`src/hw/deskew_settings.svh`:
```
`ifndef DESKEW_SETTINGS_SVH
`define DESKEW_SETTINGS_SVH

// Pixel and image geometry
`define DESKEW_PIX_W     8
`define DESKEW_DIM_W     9
`define DESKEW_ADDR_W    17

// Moment sums, exact up to 64x64 images
`define DESKEW_MOMENT_W  29

// Centroid in unsigned 10.3
`define DESKEW_FRAC_W    3
`define DESKEW_CENT_W    13

// Decoupling FIFOs hold 8 entries
`define DESKEW_FIFO_AW   3

`endif

```
`src/hw/moment_pkg.sv`:
```
`include "deskew_settings.svh"

package moment_pkg;

   typedef logic [`DESKEW_PIX_W-1:0]    pix_t;
   typedef logic [`DESKEW_DIM_W-1:0]    coord_t;
   typedef logic [`DESKEW_ADDR_W-1:0]   addr_t;
   typedef logic [`DESKEW_MOMENT_W-1:0] moment_t;
   typedef logic [`DESKEW_CENT_W-1:0]   cent_t;

   // Host configuration, one per request
   typedef struct packed {
      coord_t img_dim;
      addr_t  start_addr;
   } img_cfg_t;

   typedef struct packed {
      coord_t x;
      coord_t y;
   } coord_pair_t;

   typedef struct packed {
      logic  en;
      addr_t addr;
   } mem_rd_t;

   typedef struct packed {
      moment_t m00;
      moment_t m10;
      moment_t m01;
   } moments_t;

   typedef struct packed {
      cent_t x_mc;
      cent_t y_mc;
   } centroid_t;

endpackage

```
`src/hw/cfg_regs.sv`:
```
`timescale 1ns/100ps

module cfg_regs import moment_pkg::*;
(
   input  logic     clk,
   input  logic     rst_n,
   input  logic     req_i,
   input  img_cfg_t cfg_i,
   input  logic     cent_valid_i,
   output logic     ack_o,
   output img_cfg_t cfg_o,
   output logic     start_o
);

   typedef enum logic [1:0] {
      st_idle,
      st_busy,
      st_ack,
      st_release
   } state_t;

   state_t state;

   //////////////////////////////
   // Four-phase handshake FSM
   //////////////////////////////

   always_ff @(posedge clk or negedge rst_n)
   begin
      if (!rst_n)
      begin
         state   <= st_idle;
         start_o <= 1'b0;
      end
      else
      begin
         start_o <= 1'b0;
         case (state)
            st_idle:
               if (req_i)
               begin
                  state   <= st_busy;
                  start_o <= 1'b1;
               end
            st_busy:
               if (cent_valid_i)
                  state <= st_ack;
            st_ack:
               if (!req_i)
                  state <= st_release;
            default:
               state <= st_idle;
         endcase
      end
   end

   // Captured once per request, held for the whole run
   always_ff @(posedge clk)
   begin
      if (state == st_idle && req_i)
         cfg_o <= cfg_i;
   end

   assign ack_o = (state == st_ack);

   // No relaunch once a run is underway
   assert property (@(posedge clk) disable iff (!rst_n)
      (state == st_busy && $past(state) == st_busy) |-> !start_o);

   // Host must drop req first
   assert property (@(posedge clk) disable iff (!rst_n)
      $fell(ack_o) |-> !$past(req_i));

endmodule

```
`src/hw/raster_addr_gen.sv`:
```
`timescale 1ns/100ps
`include "deskew_settings.svh"

module raster_addr_gen import moment_pkg::*;
(
   input  logic                     clk,
   input  logic                     rst_n,
   input  logic                     start_i,
   input  img_cfg_t                 cfg_i,
   input  logic [`DESKEW_FIFO_AW:0] pix_fifo_cnt_i,
   output mem_rd_t                  mem_rd_o,
   output coord_pair_t              coord_o,
   output logic                     coord_push_o,
   output logic                     pix_push_o
);

   // Leaves a slot for the read still in flight
   localparam int room_max = (1 << `DESKEW_FIFO_AW) - 2;

   logic   active;
   coord_t x_cnt;
   coord_t y_cnt;
   addr_t  row_base;
   logic   issue;
   logic   last_col;
   logic   last_row;

   assign issue    = active && (pix_fifo_cnt_i <= room_max);
   assign last_col = (x_cnt == cfg_i.img_dim - 1'b1);
   assign last_row = (y_cnt == cfg_i.img_dim - 1'b1);

   always_ff @(posedge clk or negedge rst_n)
   begin
      if (!rst_n)
      begin
         active     <= 1'b0;
         x_cnt      <= '0;
         y_cnt      <= '0;
         row_base   <= '0;
         pix_push_o <= 1'b0;
      end
      else
      begin
         // Memory answers one cycle after the read
         pix_push_o <= issue;
         if (start_i)
         begin
            active   <= 1'b1;
            x_cnt    <= '0;
            y_cnt    <= '0;
            row_base <= '0;
         end
         else if (issue)
         begin
            if (last_col)
            begin
               x_cnt <= '0;
               if (last_row)
                  active <= 1'b0;
               else
               begin
                  y_cnt    <= y_cnt + 1'b1;
                  row_base <= row_base + cfg_i.img_dim;
               end
            end
            else
               x_cnt <= x_cnt + 1'b1;
         end
      end
   end

   // Row base tracks y * img_dim
   assign mem_rd_o.en   = issue;
   assign mem_rd_o.addr = cfg_i.start_addr + row_base + addr_t'(x_cnt);
   assign coord_o.x     = x_cnt;
   assign coord_o.y     = y_cnt;
   assign coord_push_o  = issue;

   // Reads stay inside the image window
   assert property (@(posedge clk) disable iff (!rst_n)
      mem_rd_o.en |-> (mem_rd_o.addr - cfg_i.start_addr) <=
         (addr_t'(cfg_i.img_dim) * addr_t'(cfg_i.img_dim) - 1'b1));

endmodule

```
`src/hw/sync_fifo.sv`:
```
`timescale 1ns/100ps
`include "deskew_settings.svh"

module sync_fifo import moment_pkg::*;
#(
   parameter type payload_t = pix_t
)
(
   input  logic                     clk,
   input  logic                     rst_n,
   input  logic                     clr_i,
   input  logic                     push_i,
   input  payload_t                 data_i,
   input  logic                     pop_i,
   output payload_t                 data_o,
   output logic                     empty_o,
   output logic [`DESKEW_FIFO_AW:0] count_o
);

   localparam int depth = 1 << `DESKEW_FIFO_AW;

   payload_t                   mem [depth];
   logic [`DESKEW_FIFO_AW-1:0] wr_ptr;
   logic [`DESKEW_FIFO_AW-1:0] rd_ptr;

   always_ff @(posedge clk or negedge rst_n)
   begin
      if (!rst_n)
      begin
         wr_ptr  <= '0;
         rd_ptr  <= '0;
         count_o <= '0;
      end
      else if (clr_i)
      begin
         wr_ptr  <= '0;
         rd_ptr  <= '0;
         count_o <= '0;
      end
      else
      begin
         if (push_i)
            wr_ptr <= wr_ptr + 1'b1;
         if (pop_i)
            rd_ptr <= rd_ptr + 1'b1;
         case ({push_i, pop_i})
            2'b10:
               count_o <= count_o + 1'b1;
            2'b01:
               count_o <= count_o - 1'b1;
            default:
               count_o <= count_o;
         endcase
      end
   end

   always_ff @(posedge clk)
   begin
      if (push_i && !clr_i)
         mem[wr_ptr] <= data_i;
   end

   // Head of queue, visible the cycle after the write
   assign data_o  = mem[rd_ptr];
   assign empty_o = (count_o == '0);

   assert property (@(posedge clk) disable iff (!rst_n)
      push_i |-> (count_o < depth));

   assert property (@(posedge clk) disable iff (!rst_n)
      pop_i |-> !empty_o);

endmodule

```
`src/hw/moment_accum.sv`:
```
`timescale 1ns/100ps
`include "deskew_settings.svh"

module moment_accum import moment_pkg::*;
(
   input  logic        clk,
   input  logic        rst_n,
   input  logic        start_i,
   input  coord_t      img_dim_i,
   input  pix_t        pix_i,
   input  coord_pair_t coord_i,
   input  logic        pix_empty_i,
   input  logic        coord_empty_i,
   output logic        pop_o,
   output moments_t    moments_o,
   output logic        sums_done_o
);

   localparam int cnt_w = 2 * `DESKEW_DIM_W;

   logic [cnt_w-1:0] pix_cnt;
   logic [cnt_w-1:0] pix_total;
   logic             last_pop;
   moment_t          x_prod;
   moment_t          y_prod;

   // Both FIFOs move together, pixel side decides
   assign pop_o     = !pix_empty_i;
   assign pix_total = img_dim_i * img_dim_i;
   assign last_pop  = pop_o && (pix_cnt + 1'b1 == pix_total);

   assign x_prod = coord_i.x * pix_i;
   assign y_prod = coord_i.y * pix_i;

   always_ff @(posedge clk or negedge rst_n)
   begin
      if (!rst_n)
      begin
         pix_cnt     <= '0;
         moments_o   <= '0;
         sums_done_o <= 1'b0;
      end
      else if (start_i)
      begin
         pix_cnt     <= '0;
         moments_o   <= '0;
         sums_done_o <= 1'b0;
      end
      else
      begin
         // Pulse with the final update
         sums_done_o <= last_pop;
         if (pop_o)
         begin
            pix_cnt       <= pix_cnt + 1'b1;
            moments_o.m00 <= moments_o.m00 + pix_i;
            moments_o.m10 <= moments_o.m10 + x_prod;
            moments_o.m01 <= moments_o.m01 + y_prod;
         end
      end
   end

   // Coordinates go in a cycle before their pixel
   assert property (@(posedge clk) disable iff (!rst_n)
      !pix_empty_i |-> !coord_empty_i);

endmodule

```
`src/hw/centroid_divider.sv`:
```
`timescale 1ns/100ps
`include "deskew_settings.svh"

module centroid_divider import moment_pkg::*;
(
   input  logic      clk,
   input  logic      rst_n,
   input  logic      start_i,
   input  moments_t  moments_i,
   output centroid_t centroid_o,
   output logic      valid_o
);

   localparam int div_w  = `DESKEW_MOMENT_W + `DESKEW_FRAC_W;
   localparam int step_w = $clog2(2 * div_w);

   logic                    busy;
   logic [step_w-1:0]       step;
   logic                    zero_div;
   moment_t                 divisor_q;
   moment_t                 m01_q;
   moment_t                 rem_q;
   logic [div_w-1:0]        dvd_q;
   logic [`DESKEW_MOMENT_W:0] trial;
   moment_t                 rem_next;
   logic                    q_bit;
   logic [div_w-1:0]        quot_next;
   cent_t                   quot_cent;

   //////////////////////////////
   // Restoring step
   //////////////////////////////

   always_comb
   begin
      trial     = {rem_q, dvd_q[div_w-1]};
      q_bit     = (trial >= {1'b0, divisor_q});
      rem_next  = q_bit ? moment_t'(trial - {1'b0, divisor_q}) : moment_t'(trial);
      quot_next = {dvd_q[div_w-2:0], q_bit};
   end

   // Zero mass maps to the origin
   assign quot_cent = zero_div ? '0 : quot_next[`DESKEW_CENT_W-1:0];

   always_ff @(posedge clk or negedge rst_n)
   begin
      if (!rst_n)
      begin
         busy    <= 1'b0;
         step    <= '0;
         valid_o <= 1'b0;
      end
      else
      begin
         valid_o <= 1'b0;
         if (start_i)
         begin
            busy <= 1'b1;
            step <= '0;
         end
         else if (busy)
         begin
            step <= step + 1'b1;
            if (step == step_w'(2 * div_w - 1))
            begin
               busy    <= 1'b0;
               valid_o <= 1'b1;
            end
         end
      end
   end

   //////////////////////////////
   // Operands and quotients
   //////////////////////////////

   always_ff @(posedge clk)
   begin
      if (start_i)
      begin
         divisor_q <= moments_i.m00;
         m01_q     <= moments_i.m01;
         zero_div  <= (moments_i.m00 == '0);
         rem_q     <= '0;
         dvd_q     <= {moments_i.m10, {`DESKEW_FRAC_W{1'b0}}};
      end
      else if (busy)
      begin
         if (step == step_w'(div_w - 1))
         begin
            // x finished, y reuses the same datapath
            centroid_o.x_mc <= quot_cent;
            rem_q           <= '0;
            dvd_q           <= {m01_q, {`DESKEW_FRAC_W{1'b0}}};
         end
         else
         begin
            rem_q <= rem_next;
            dvd_q <= quot_next;
         end
         if (step == step_w'(2 * div_w - 1))
            centroid_o.y_mc <= quot_cent;
      end
   end

endmodule

```
`src/hw/moment_engine_top.sv`:
```
`timescale 1ns/100ps
`include "deskew_settings.svh"

module moment_engine_top import moment_pkg::*;
(
   input  logic      clk,
   input  logic      rst_n,
   input  logic      req_i,
   input  img_cfg_t  cfg_i,
   output logic      ack_o,
   output mem_rd_t   mem_rd_o,
   input  pix_t      rdata_i,
   output moments_t  moments_o,
   output centroid_t centroid_o
);

   img_cfg_t                 cfg;
   logic                     start;
   logic                     cent_valid;
   coord_pair_t              coord_wr;
   coord_pair_t              coord_rd;
   logic                     coord_push;
   logic                     coord_empty;
   logic                     pix_push;
   pix_t                     pix_rd;
   logic                     pix_empty;
   logic [`DESKEW_FIFO_AW:0] pix_cnt;
   logic                     pop;
   logic                     sums_done;

   cfg_regs u_cfg_regs (
      .clk          (clk),
      .rst_n        (rst_n),
      .req_i        (req_i),
      .cfg_i        (cfg_i),
      .cent_valid_i (cent_valid),
      .ack_o        (ack_o),
      .cfg_o        (cfg),
      .start_o      (start)
   );

   raster_addr_gen u_raster_addr_gen (
      .clk            (clk),
      .rst_n          (rst_n),
      .start_i        (start),
      .cfg_i          (cfg),
      .pix_fifo_cnt_i (pix_cnt),
      .mem_rd_o       (mem_rd_o),
      .coord_o        (coord_wr),
      .coord_push_o   (coord_push),
      .pix_push_o     (pix_push)
   );

   //////////////////////////////
   // Decoupling FIFOs
   //////////////////////////////

   sync_fifo #(.payload_t(coord_pair_t)) u_coord_fifo (
      .clk     (clk),
      .rst_n   (rst_n),
      .clr_i   (start),
      .push_i  (coord_push),
      .data_i  (coord_wr),
      .pop_i   (pop),
      .data_o  (coord_rd),
      .empty_o (coord_empty),
      .count_o ()
   );

   sync_fifo #(.payload_t(pix_t)) u_pix_fifo (
      .clk     (clk),
      .rst_n   (rst_n),
      .clr_i   (start),
      .push_i  (pix_push),
      .data_i  (rdata_i),
      .pop_i   (pop),
      .data_o  (pix_rd),
      .empty_o (pix_empty),
      .count_o (pix_cnt)
   );

   moment_accum u_moment_accum (
      .clk           (clk),
      .rst_n         (rst_n),
      .start_i       (start),
      .img_dim_i     (cfg.img_dim),
      .pix_i         (pix_rd),
      .coord_i       (coord_rd),
      .pix_empty_i   (pix_empty),
      .coord_empty_i (coord_empty),
      .pop_o         (pop),
      .moments_o     (moments_o),
      .sums_done_o   (sums_done)
   );

   centroid_divider u_centroid_divider (
      .clk        (clk),
      .rst_n      (rst_n),
      .start_i    (sums_done),
      .moments_i  (moments_o),
      .centroid_o (centroid_o),
      .valid_o    (cent_valid)
   );

endmodule

```
`config.mk`:
```
export PLATFORM = sky130hd
export DESIGN_NAME = moment_engine_top
export DESIGN_NICKNAME = d
export VERILOG_FILES = /design/src/hw/moment_pkg.sv /design/src/hw/cfg_regs.sv /design/src/hw/raster_addr_gen.sv /design/src/hw/sync_fifo.sv /design/src/hw/moment_accum.sv /design/src/hw/centroid_divider.sv /design/src/hw/moment_engine_top.sv
export VERILOG_INCLUDE_DIRS = /design/src /design/src/hw
export SDC_FILE = /design/constraint.sdc
export NUM_CORES = 1
export LEC_CHECK = 0
export ABC_AREA = 1
export BUFFER_PORTS_ARGS = -buffer_cell sky130_fd_sc_hd__clkbuf_2
export CELL_PAD_IN_SITES_DETAIL_PLACEMENT = 0
export CELL_PAD_IN_SITES_GLOBAL_PLACEMENT = 1
export CORE_ASPECT_RATIO = 0.7
export CORE_MARGIN = 2
export CORE_UTILIZATION = 44
export DETAILED_ROUTE_END_ITERATION = 8
export PLACE_DENSITY = 0.9
export SYNTH_ARGS = -nofsm -noshare
export SYNTH_HDL_FRONTEND = slang
export SYNTH_SLANG_ARGS = --single-unit
```
`constraint.sdc`:
```
create_clock -name clk -period 5.1 [get_ports clk]
set_input_delay 1.275 -clock clk [delete_from_list [all_inputs] [get_ports clk]]
set_output_delay 1.275 -clock clk [all_outputs]
set_load 0.005 [all_outputs]
```
**Word-level counts from Yosys, hierarchy flattened**

Memory sizes are Yosys's and may differ from the RTL's.
Cells that the tools add are included.

- Bits in read-only memories: 0
- Output and inout bits: 132
- Input bits: 37
- Word-level logic and storage cells: 145
- Memories kept: 2
- Bits in writable memories: 208
- Bits in latches: 0
- Register bits: 342

Memories:

| name | depth | width | rd ports | clocked after memory_dff | write ports | RTL line | text |
|---|---|---|---|---|---|---|---|
| u_coord_fifo.mem | 8 | 18 | 1 | 0 | 1 | sync_fifo.sv:22 | `payload_t mem [depth];` |
| u_pix_fifo.mem | 8 | 8 | 1 | 0 | 1 | sync_fifo.sv:22 |  |

- Bitwise operators: 1
- Divide/modulo/power cells: 0
- Muxes and demuxes: 54
- $mul: 3
- $lt $le $gt $ge: 2
- Equal/unequal tests: 14
- $add $sub $neg: 18
- Reduce and logical (&&, ||, !) cells: 21
- Shifts and indexed selects: 0

Operators with widths:

| operator | number |
|---|---|
| $mux 87 | 2 |
| $mux 32 | 3 |
| $mux 17 | 4 |
| $mux 9 | 7 |
| $add 29x17->29 | 2 |
| $mux 29 | 2 |
| $mux 18 | 2 |
| $add 17x9->17 | 2 |
| $mul 9x8->17 | 2 |
| $ge 30x29->1 | 1 |
| $add 29x8->29 | 1 |
| $logic_not 29->1 | 1 |
| $sub 29x29->29 | 1 |
| $mux 3 | 8 |
| $add 18x1->18 const B | 1 |
| $add 9x1->9 const B | 2 |
| $eq 18x18->1 | 1 |
| $eq 9x9->1 | 2 |
| $mul 9x9->18 | 1 |
| $add 17x17->17 | 1 |
| $mux 1 | 17 |
| $reduce_and 3->1 | 5 |
| $mux 13 | 1 |
| $add 3x1->3 const B | 4 |
| other kinds (23) | 40 |

**Logic depth before layout (Yosys ltp)**

- Depth in word-level cells: 6
- Depth in mapped cells: 32
- Mapped depth without buffers: 29

**By module**

From an unflattened synthesis, not the netlist that was laid out.

- Cell total of the unflattened synthesis: 4,467
- Area total of the unflattened synthesis: 36,931.7 µm²

Modules (own cells, without submodules):

| module | seq. area each (µm²) | area an instance (µm²) | times used | cells an instance |
|---|---|---|---|---|
| moment_accum | 2,652.5 | 13,893.3 | 1 | 1,929 |
| centroid_divider | 4,264.1 | 8,548.2 | 1 | 1,050 |
| sync_fifo at u_coord_fifo | 4,574.4 | 6,279.8 | 1 | 535 |
| raster_addr_gen | 925.9 | 4,106.4 | 1 | 612 |
| sync_fifo at u_pix_fifo | 2,172.1 | 3,114.2 | 1 | 287 |
| cfg_regs | 855.8 | 989.7 | 1 | 54 |

**Worst setup path after synthesis**

Ideal clock, no wire load.

- Path type: register to register
- Start point: register u_pix_fifo.rd_ptr[0]
- End point: register u_moment_accum.moments_o[48] (netlist name)
- Cell stages (with the launch flop): 29
- Library setup time: 0.119 ns
- Required time: 4.981 ns
- Period minus slack after synthesis: 5.398 ns
- Arrival time: 5.279 ns
- Buffers on the path: 3
- Setup slack: -0.298 ns
- Cells stage by stage: dfrtp_1 -> buf_2 -> inv_2 -> clkbuf_1 -> nor2_1 -> o32ai_1 -> inv_1 -> o21ai_2 -> buf_2 -> nand2_1 -> fa_1 -> inv_1 -> fa_1 -> inv_1 -> fa_1 -> fa_1 -> inv_1 -> ha_1 -> inv_1 -> o21bai_1 -> nand2_1 -> nand2_1 -> a21oi_1 -> o21ai_0 -> nand3_1 -> nand2_1 -> nand3_1 -> nand2_1 -> nor2_1

- Word-level cells in the longest chain between the ends: 5

Ends and longest elaborated chain:

| element | RTL line | text |
|---|---|---|
| start: declaration | sync_fifo.sv:24 | `` logic [`DESKEW_FIFO_AW-1:0] rd_ptr; `` |
| start signal: assignment | sync_fifo.sv:45 | `rd_ptr <= rd_ptr + 1'b1;` |
| $mem_v2 8x8 | -- |  |
| $mul 9x8->17 | moment_accum.sv:32 | `assign x_prod = coord_i.x * pix_i;` |
| $add 29x17->29 | moment_accum.sv:57 | `moments_o.m10 <= moments_o.m10 + x_prod;` |
| $mux 87 | moment_accum.sv:53 | `if (pop_o)` |
| $mux 87 | moment_accum.sv:43 | `else if (start_i)` |

Every way passes these cells. The select of a mux whose other input is x is not followed.
A chain may end at the register's enable or synchronous reset.

**Worst setup path in the final report**

- Start point: register u_pix_fifo.rd_ptr[0]
- End point: register u_moment_accum.moments_o[15] (netlist name)

- Word-level cells in the longest chain between the ends: 5

Ends and longest elaborated chain:

| element | RTL line | text |
|---|---|---|
| $mem_v2 8x8 | -- |  |
| $mul 9x8->17 | moment_accum.sv:33 | `assign y_prod = coord_i.y * pix_i;` |
| $add 29x17->29 | moment_accum.sv:58 | `moments_o.m01 <= moments_o.m01 + y_prod;` |
| $mux 87 | moment_accum.sv:53 |  |
| $mux 87 | moment_accum.sv:43 |  |

Every way passes these cells. The select of a mux whose other input is x is not followed.

==> metrics.md <==
| Metric | Value |
|---|---|
| Status | finished, violations left |
| Violations in the final reports | negative setup slack |
| First-pass GRT wire length | approximately 150000 µm |
| Sink count of the clock tree | 550 |
| Pin slew with the least headroom to its limit | 1150 ps |
| Post-synth EDFFs | around 350 |
| Std cell rows | between 80 and 90 |
| Setup crit end kind | register |
| RePlAce Congestion | 0.976 |
| Antenna violations before repair | 6 |
| Path category of the worst min-delay check | register to register |
| Setup TNS | -9770 ps |
| Ratio of routed vias to standard cells | 5.33 |
| Cell class contributing the biggest share of worst-path delay | adder cells |
| Via count | 29000 |
| IO buf count | between 150 and 200 |
| Max Buffers Root-to-Sink | 3 |
| Die span in y | around 240 µm |
| Type of the worst setup path | register to register |
| Initial DRC count | ~2800 |
| CP required | between 5000 and 6000 ps |
| Final period demand of the worst path | roughly 5500 ps |
| Clock root buffer | sky130_fd_sc_hd__clkbuf_16 |
| Slowest cell on crit path | sky130_fd_sc_hd__fa_1 |
| Startpoint of the most critical setup path | u_pix_fifo.rd_ptr[0] |
| Combined global-route utilization of all metal layers | between 20% and 30% |
| Number of buffer and inverter instances along the worst setup path | 12 |
| Total clock buffers created by CTS | 55 |
| Leftover overflow at the end of global routing | 0 |
| Worst Path Max Fanout | 8 |
| Clock transition at the registers of the reported paths | roughly 60 ps |
| Total count of max-transition violations in the final report | 0 |
| Main flop type after synthesis | sky130_fd_sc_hd__edfxtp_1 |
| Largest net degree at the start of global routing | 99 |
| Post-synthesis sequential area ratio | ~44% |
| Top-level I/O count | 169 |
| Share of the synthesized area in the top cell type | around 30% |
| Maximum level of the CTS H-tree | 2 |
| Count of final setup violators | 39 |
| Post-synth top area cell | sky130_fd_sc_hd__edfxtp_1 |
| Nets | 4727 |
| Via count of the first global-routing pass | 27200 |
| Number of distinct standard cells referenced by the synthesized netlist | 58 |
| Worst relative slew slack | between 20% and 30% |
| Unrepaired setup endpoints after global routing | true |
| Highest achievable clock rate | between 150 and 200 MHz |
| Slowest Stage Delay on Critical Path | around 570 ps |
| Final period utilization | 107% |
| Reg-to-reg startpoint | u_pix_fifo.rd_ptr[0] |
| Filler Cells Inserted | ~6700 |
| Worst clock skew | approximately 29 ps |
| Worst endpoint data arrival time | around 6000 ps |
| Die Span X | roughly 340 µm |
| Floorplan die area | between 0.08 and 0.09 mm² |
| Remaining DRCs | 0 |
| Routed wirelength normalized by instance count | 18.5 µm |
| Most instantiated cells after synthesis | 760 x sky130_fd_sc_hd__nand2_1, 593 x sky130_fd_sc_hd__inv_1, 517 x sky130_fd_sc_hd__nor2_1 |
| Most frequent cell after synthesis | sky130_fd_sc_hd__nand2_1 |
| Mean post-synth cell area | roughly 9 µm² |
| Synth async-reset ratio | a little under a third |
| Hold Crit Start | u_centroid_divider.rem_q[28] |
| Detail Route Antenna Nets | 0 |
| Slack of the critical path | -368 ps |
| Synth warnings | 0 |
| Synth Instances | 3921 |
| Skew-Pair Late Insertion Delay | 640 ps |
| Number of storage elements in the synthesis netlist | 550 |
| Post-DP HPWL | slightly above 70000 µm |
| Netlist area before placement | around 0.035 mm² |
| Sum of routed wire length over all layers | approximately 100000 µm |
| Max-cap violations | 0 |
| CTS tree | yes |
| Initial core utilization | between 40% and 50% |
| Proportion of layout cells with a drive suffix above 1 | about a fifth |
| Synth top area cells | sky130_fd_sc_hd__edfxtp_1 30%, sky130_fd_sc_hd__dfrtp_1 12%, sky130_fd_sc_hd__fa_1 9.4% |
| Final count of hold timing violations | 0 |
| Growth of design area from synthesis to finish | 22.5% |
| Net Count, Synth | 4321 |
| Iteration count of the initial detailed-routing pass | 6 |
| Core ar. | between 0.07 and 0.08 mm² |
| Startpoint Class | register |
[flip-flops by register name, indices dropped and copies added (netlist names), 17 cells and up]
register / flops
u_centroid_divider.m01_q: 29
u_raster_addr_gen.row_base: 17
u_centroid_divider.centroid_o: 26
u_coord_fifo.mem: 144
u_moment_accum.moments_o: 87
u_moment_accum.pix_cnt: 18
u_centroid_divider.divisor_q: 29
u_centroid_divider.rem_q: 29
u_cfg_regs.cfg_o: 26
u_pix_fifo.mem: 64
u_centroid_divider.dvd_q: 32
[worst register-to-register path, delay by kind of cell (launching register included)]
family / cells / cell delay (ps)
adder cells (fa/ha/maj): 5 / 2340
buffers and inverters: 12 / 1190
AO/OA/AOI/OAI: 8 / 1160
flip-flops: 1 / 460
AND/OR/NAND/NOR: 3 / 260
[path summary, 6_finish.rpt]
check	endpoint	cells after the start	slack, ps
hold reg to reg	u_centroid_divider.rem_q[28]	2	460
max in group asynchronous	u_pix_fifo.rd_ptr[0]	2	3410
setup reg to reg	u_moment_accum.moments_o[15]	28	-370
min in group asynchronous	u_moment_accum.moments_o[70]	1	690
hold / removal	u_centroid_divider.rem_q[28]	2	460
setup / recovery	u_moment_accum.moments_o[15]	28	-370
[layer usage]
metal / wire (µm) / GRT usage [%] / vias up / share of wire (%)
met5: 56 / 0 / - / 0.056
met4: 2440 / 5.25 / 8 / 2.4
met3: 8870 / 4.24 / 189 / 8.8
met2: 43200 / 35.3 / 1204 / 43
met1: 45700 / 35.8 / 13800 / 46
li1: - / - / 13800 / -
[placed cells by master, fill, tap and decap left out, types with 13 or more instances in the layout]
cell and instances:
sky130_fd_sc_hd__nor2_4 31, sky130_fd_sc_hd__a21oi_1 165, sky130_fd_sc_hd__clkinvlp_4 13, sky130_fd_sc_hd__ha_1 179
sky130_fd_sc_hd__nand3_2 13, sky130_fd_sc_hd__nand3_1 121, sky130_fd_sc_hd__clkbuf_1 15, sky130_fd_sc_hd__nor3_1 30
sky130_fd_sc_hd__o32ai_2 21, sky130_fd_sc_hd__o21ai_2 25, sky130_fd_sc_hd__nor2_2 45, sky130_fd_sc_hd__nand4_1 64
sky130_fd_sc_hd__ha_4 18, sky130_fd_sc_hd__o22ai_1 39, sky130_fd_sc_hd__dfxtp_1 32, sky130_fd_sc_hd__inv_2 43
sky130_fd_sc_hd__nor4_1 16, sky130_fd_sc_hd__buf_12 23, sky130_fd_sc_hd__clkbuf_16 59, sky130_fd_sc_hd__buf_6 31
sky130_fd_sc_hd__clkbuf_2 167, sky130_fd_sc_hd__dfrtp_1 164, sky130_fd_sc_hd__a21oi_2 22, sky130_fd_sc_hd__nand2_1 719
sky130_fd_sc_hd__nand2_2 28, sky130_fd_sc_hd__buf_4 233, sky130_fd_sc_hd__xor2_1 56, sky130_fd_sc_hd__xnor2_1 36
sky130_fd_sc_hd__nor2_1 446, sky130_fd_sc_hd__nand2_4 15, sky130_fd_sc_hd__o21ai_1 51, sky130_fd_sc_hd__o32ai_1 31
sky130_fd_sc_hd__edfxtp_1 348, sky130_fd_sc_hd__fa_1 158, sky130_fd_sc_hd__inv_1 543, sky130_fd_sc_hd__o21ai_0 173
[stage by stage]
step / cells / worst slack, ps / instance area [µm²] / hold WS (ps) / utilization (%)
after floorplan: 3921 / -23.8 / 34900 / 426 / -
after detailed placement: 5238 / -541 / 38400 / 439 / 48.8
after global routing: 5429 / -565 / 42700 / 495 / 54.3
final: 5430 / -368 / 42700 / 456 / 54.3
after global placement: 5238 / -479 / 38400 / 443 / 48.8
after CTS: 5392 / -251 / 41500 / 458 / 52.8
[timing repair]
action,4_1_cts,5_1_grt
resized for setup,240,234
gates cloned,5,3
endpoints found under the setup margin,43,48
buffers inserted,48,34
pin swaps,65,81
hold buffers,0,0
[logic make-up after synthesis]
family / after synthesis / share of synthesized area, %
XOR/XNOR: 96 / 2.46
AO/OA/AOI/OAI: 639 / 10.7
buffers and inverters: 718 / 7.94
adder cells (fa/ha/maj): 363 / 16.6
AND/OR/NAND/NOR: 1555 / 18.3
flip-flops: 550 / 44.0
[final cells by class]
type / instances / area (µm²) / share of cell area (%)
Inverter: 601 / 2310 / 5.41
Antenna cell: 1 / 2.50 / 0.00587
Tap cell: 1056 / 1320 / 3.10
Timing Repair Buffer: 466 / 3670 / 8.59
Clock buffer: 71 / 1460 / 3.42
Sequential cell: 550 / 15400 / 36.0
Clock inverter: 32 / 372 / 0.871
Multi-Input combinational cell: 2653 / 18200 / 42.6
Power is left out: the tool's default activity adds up to more than one toggle a clock period on the data nets, which glitch-free logic cannot reach.
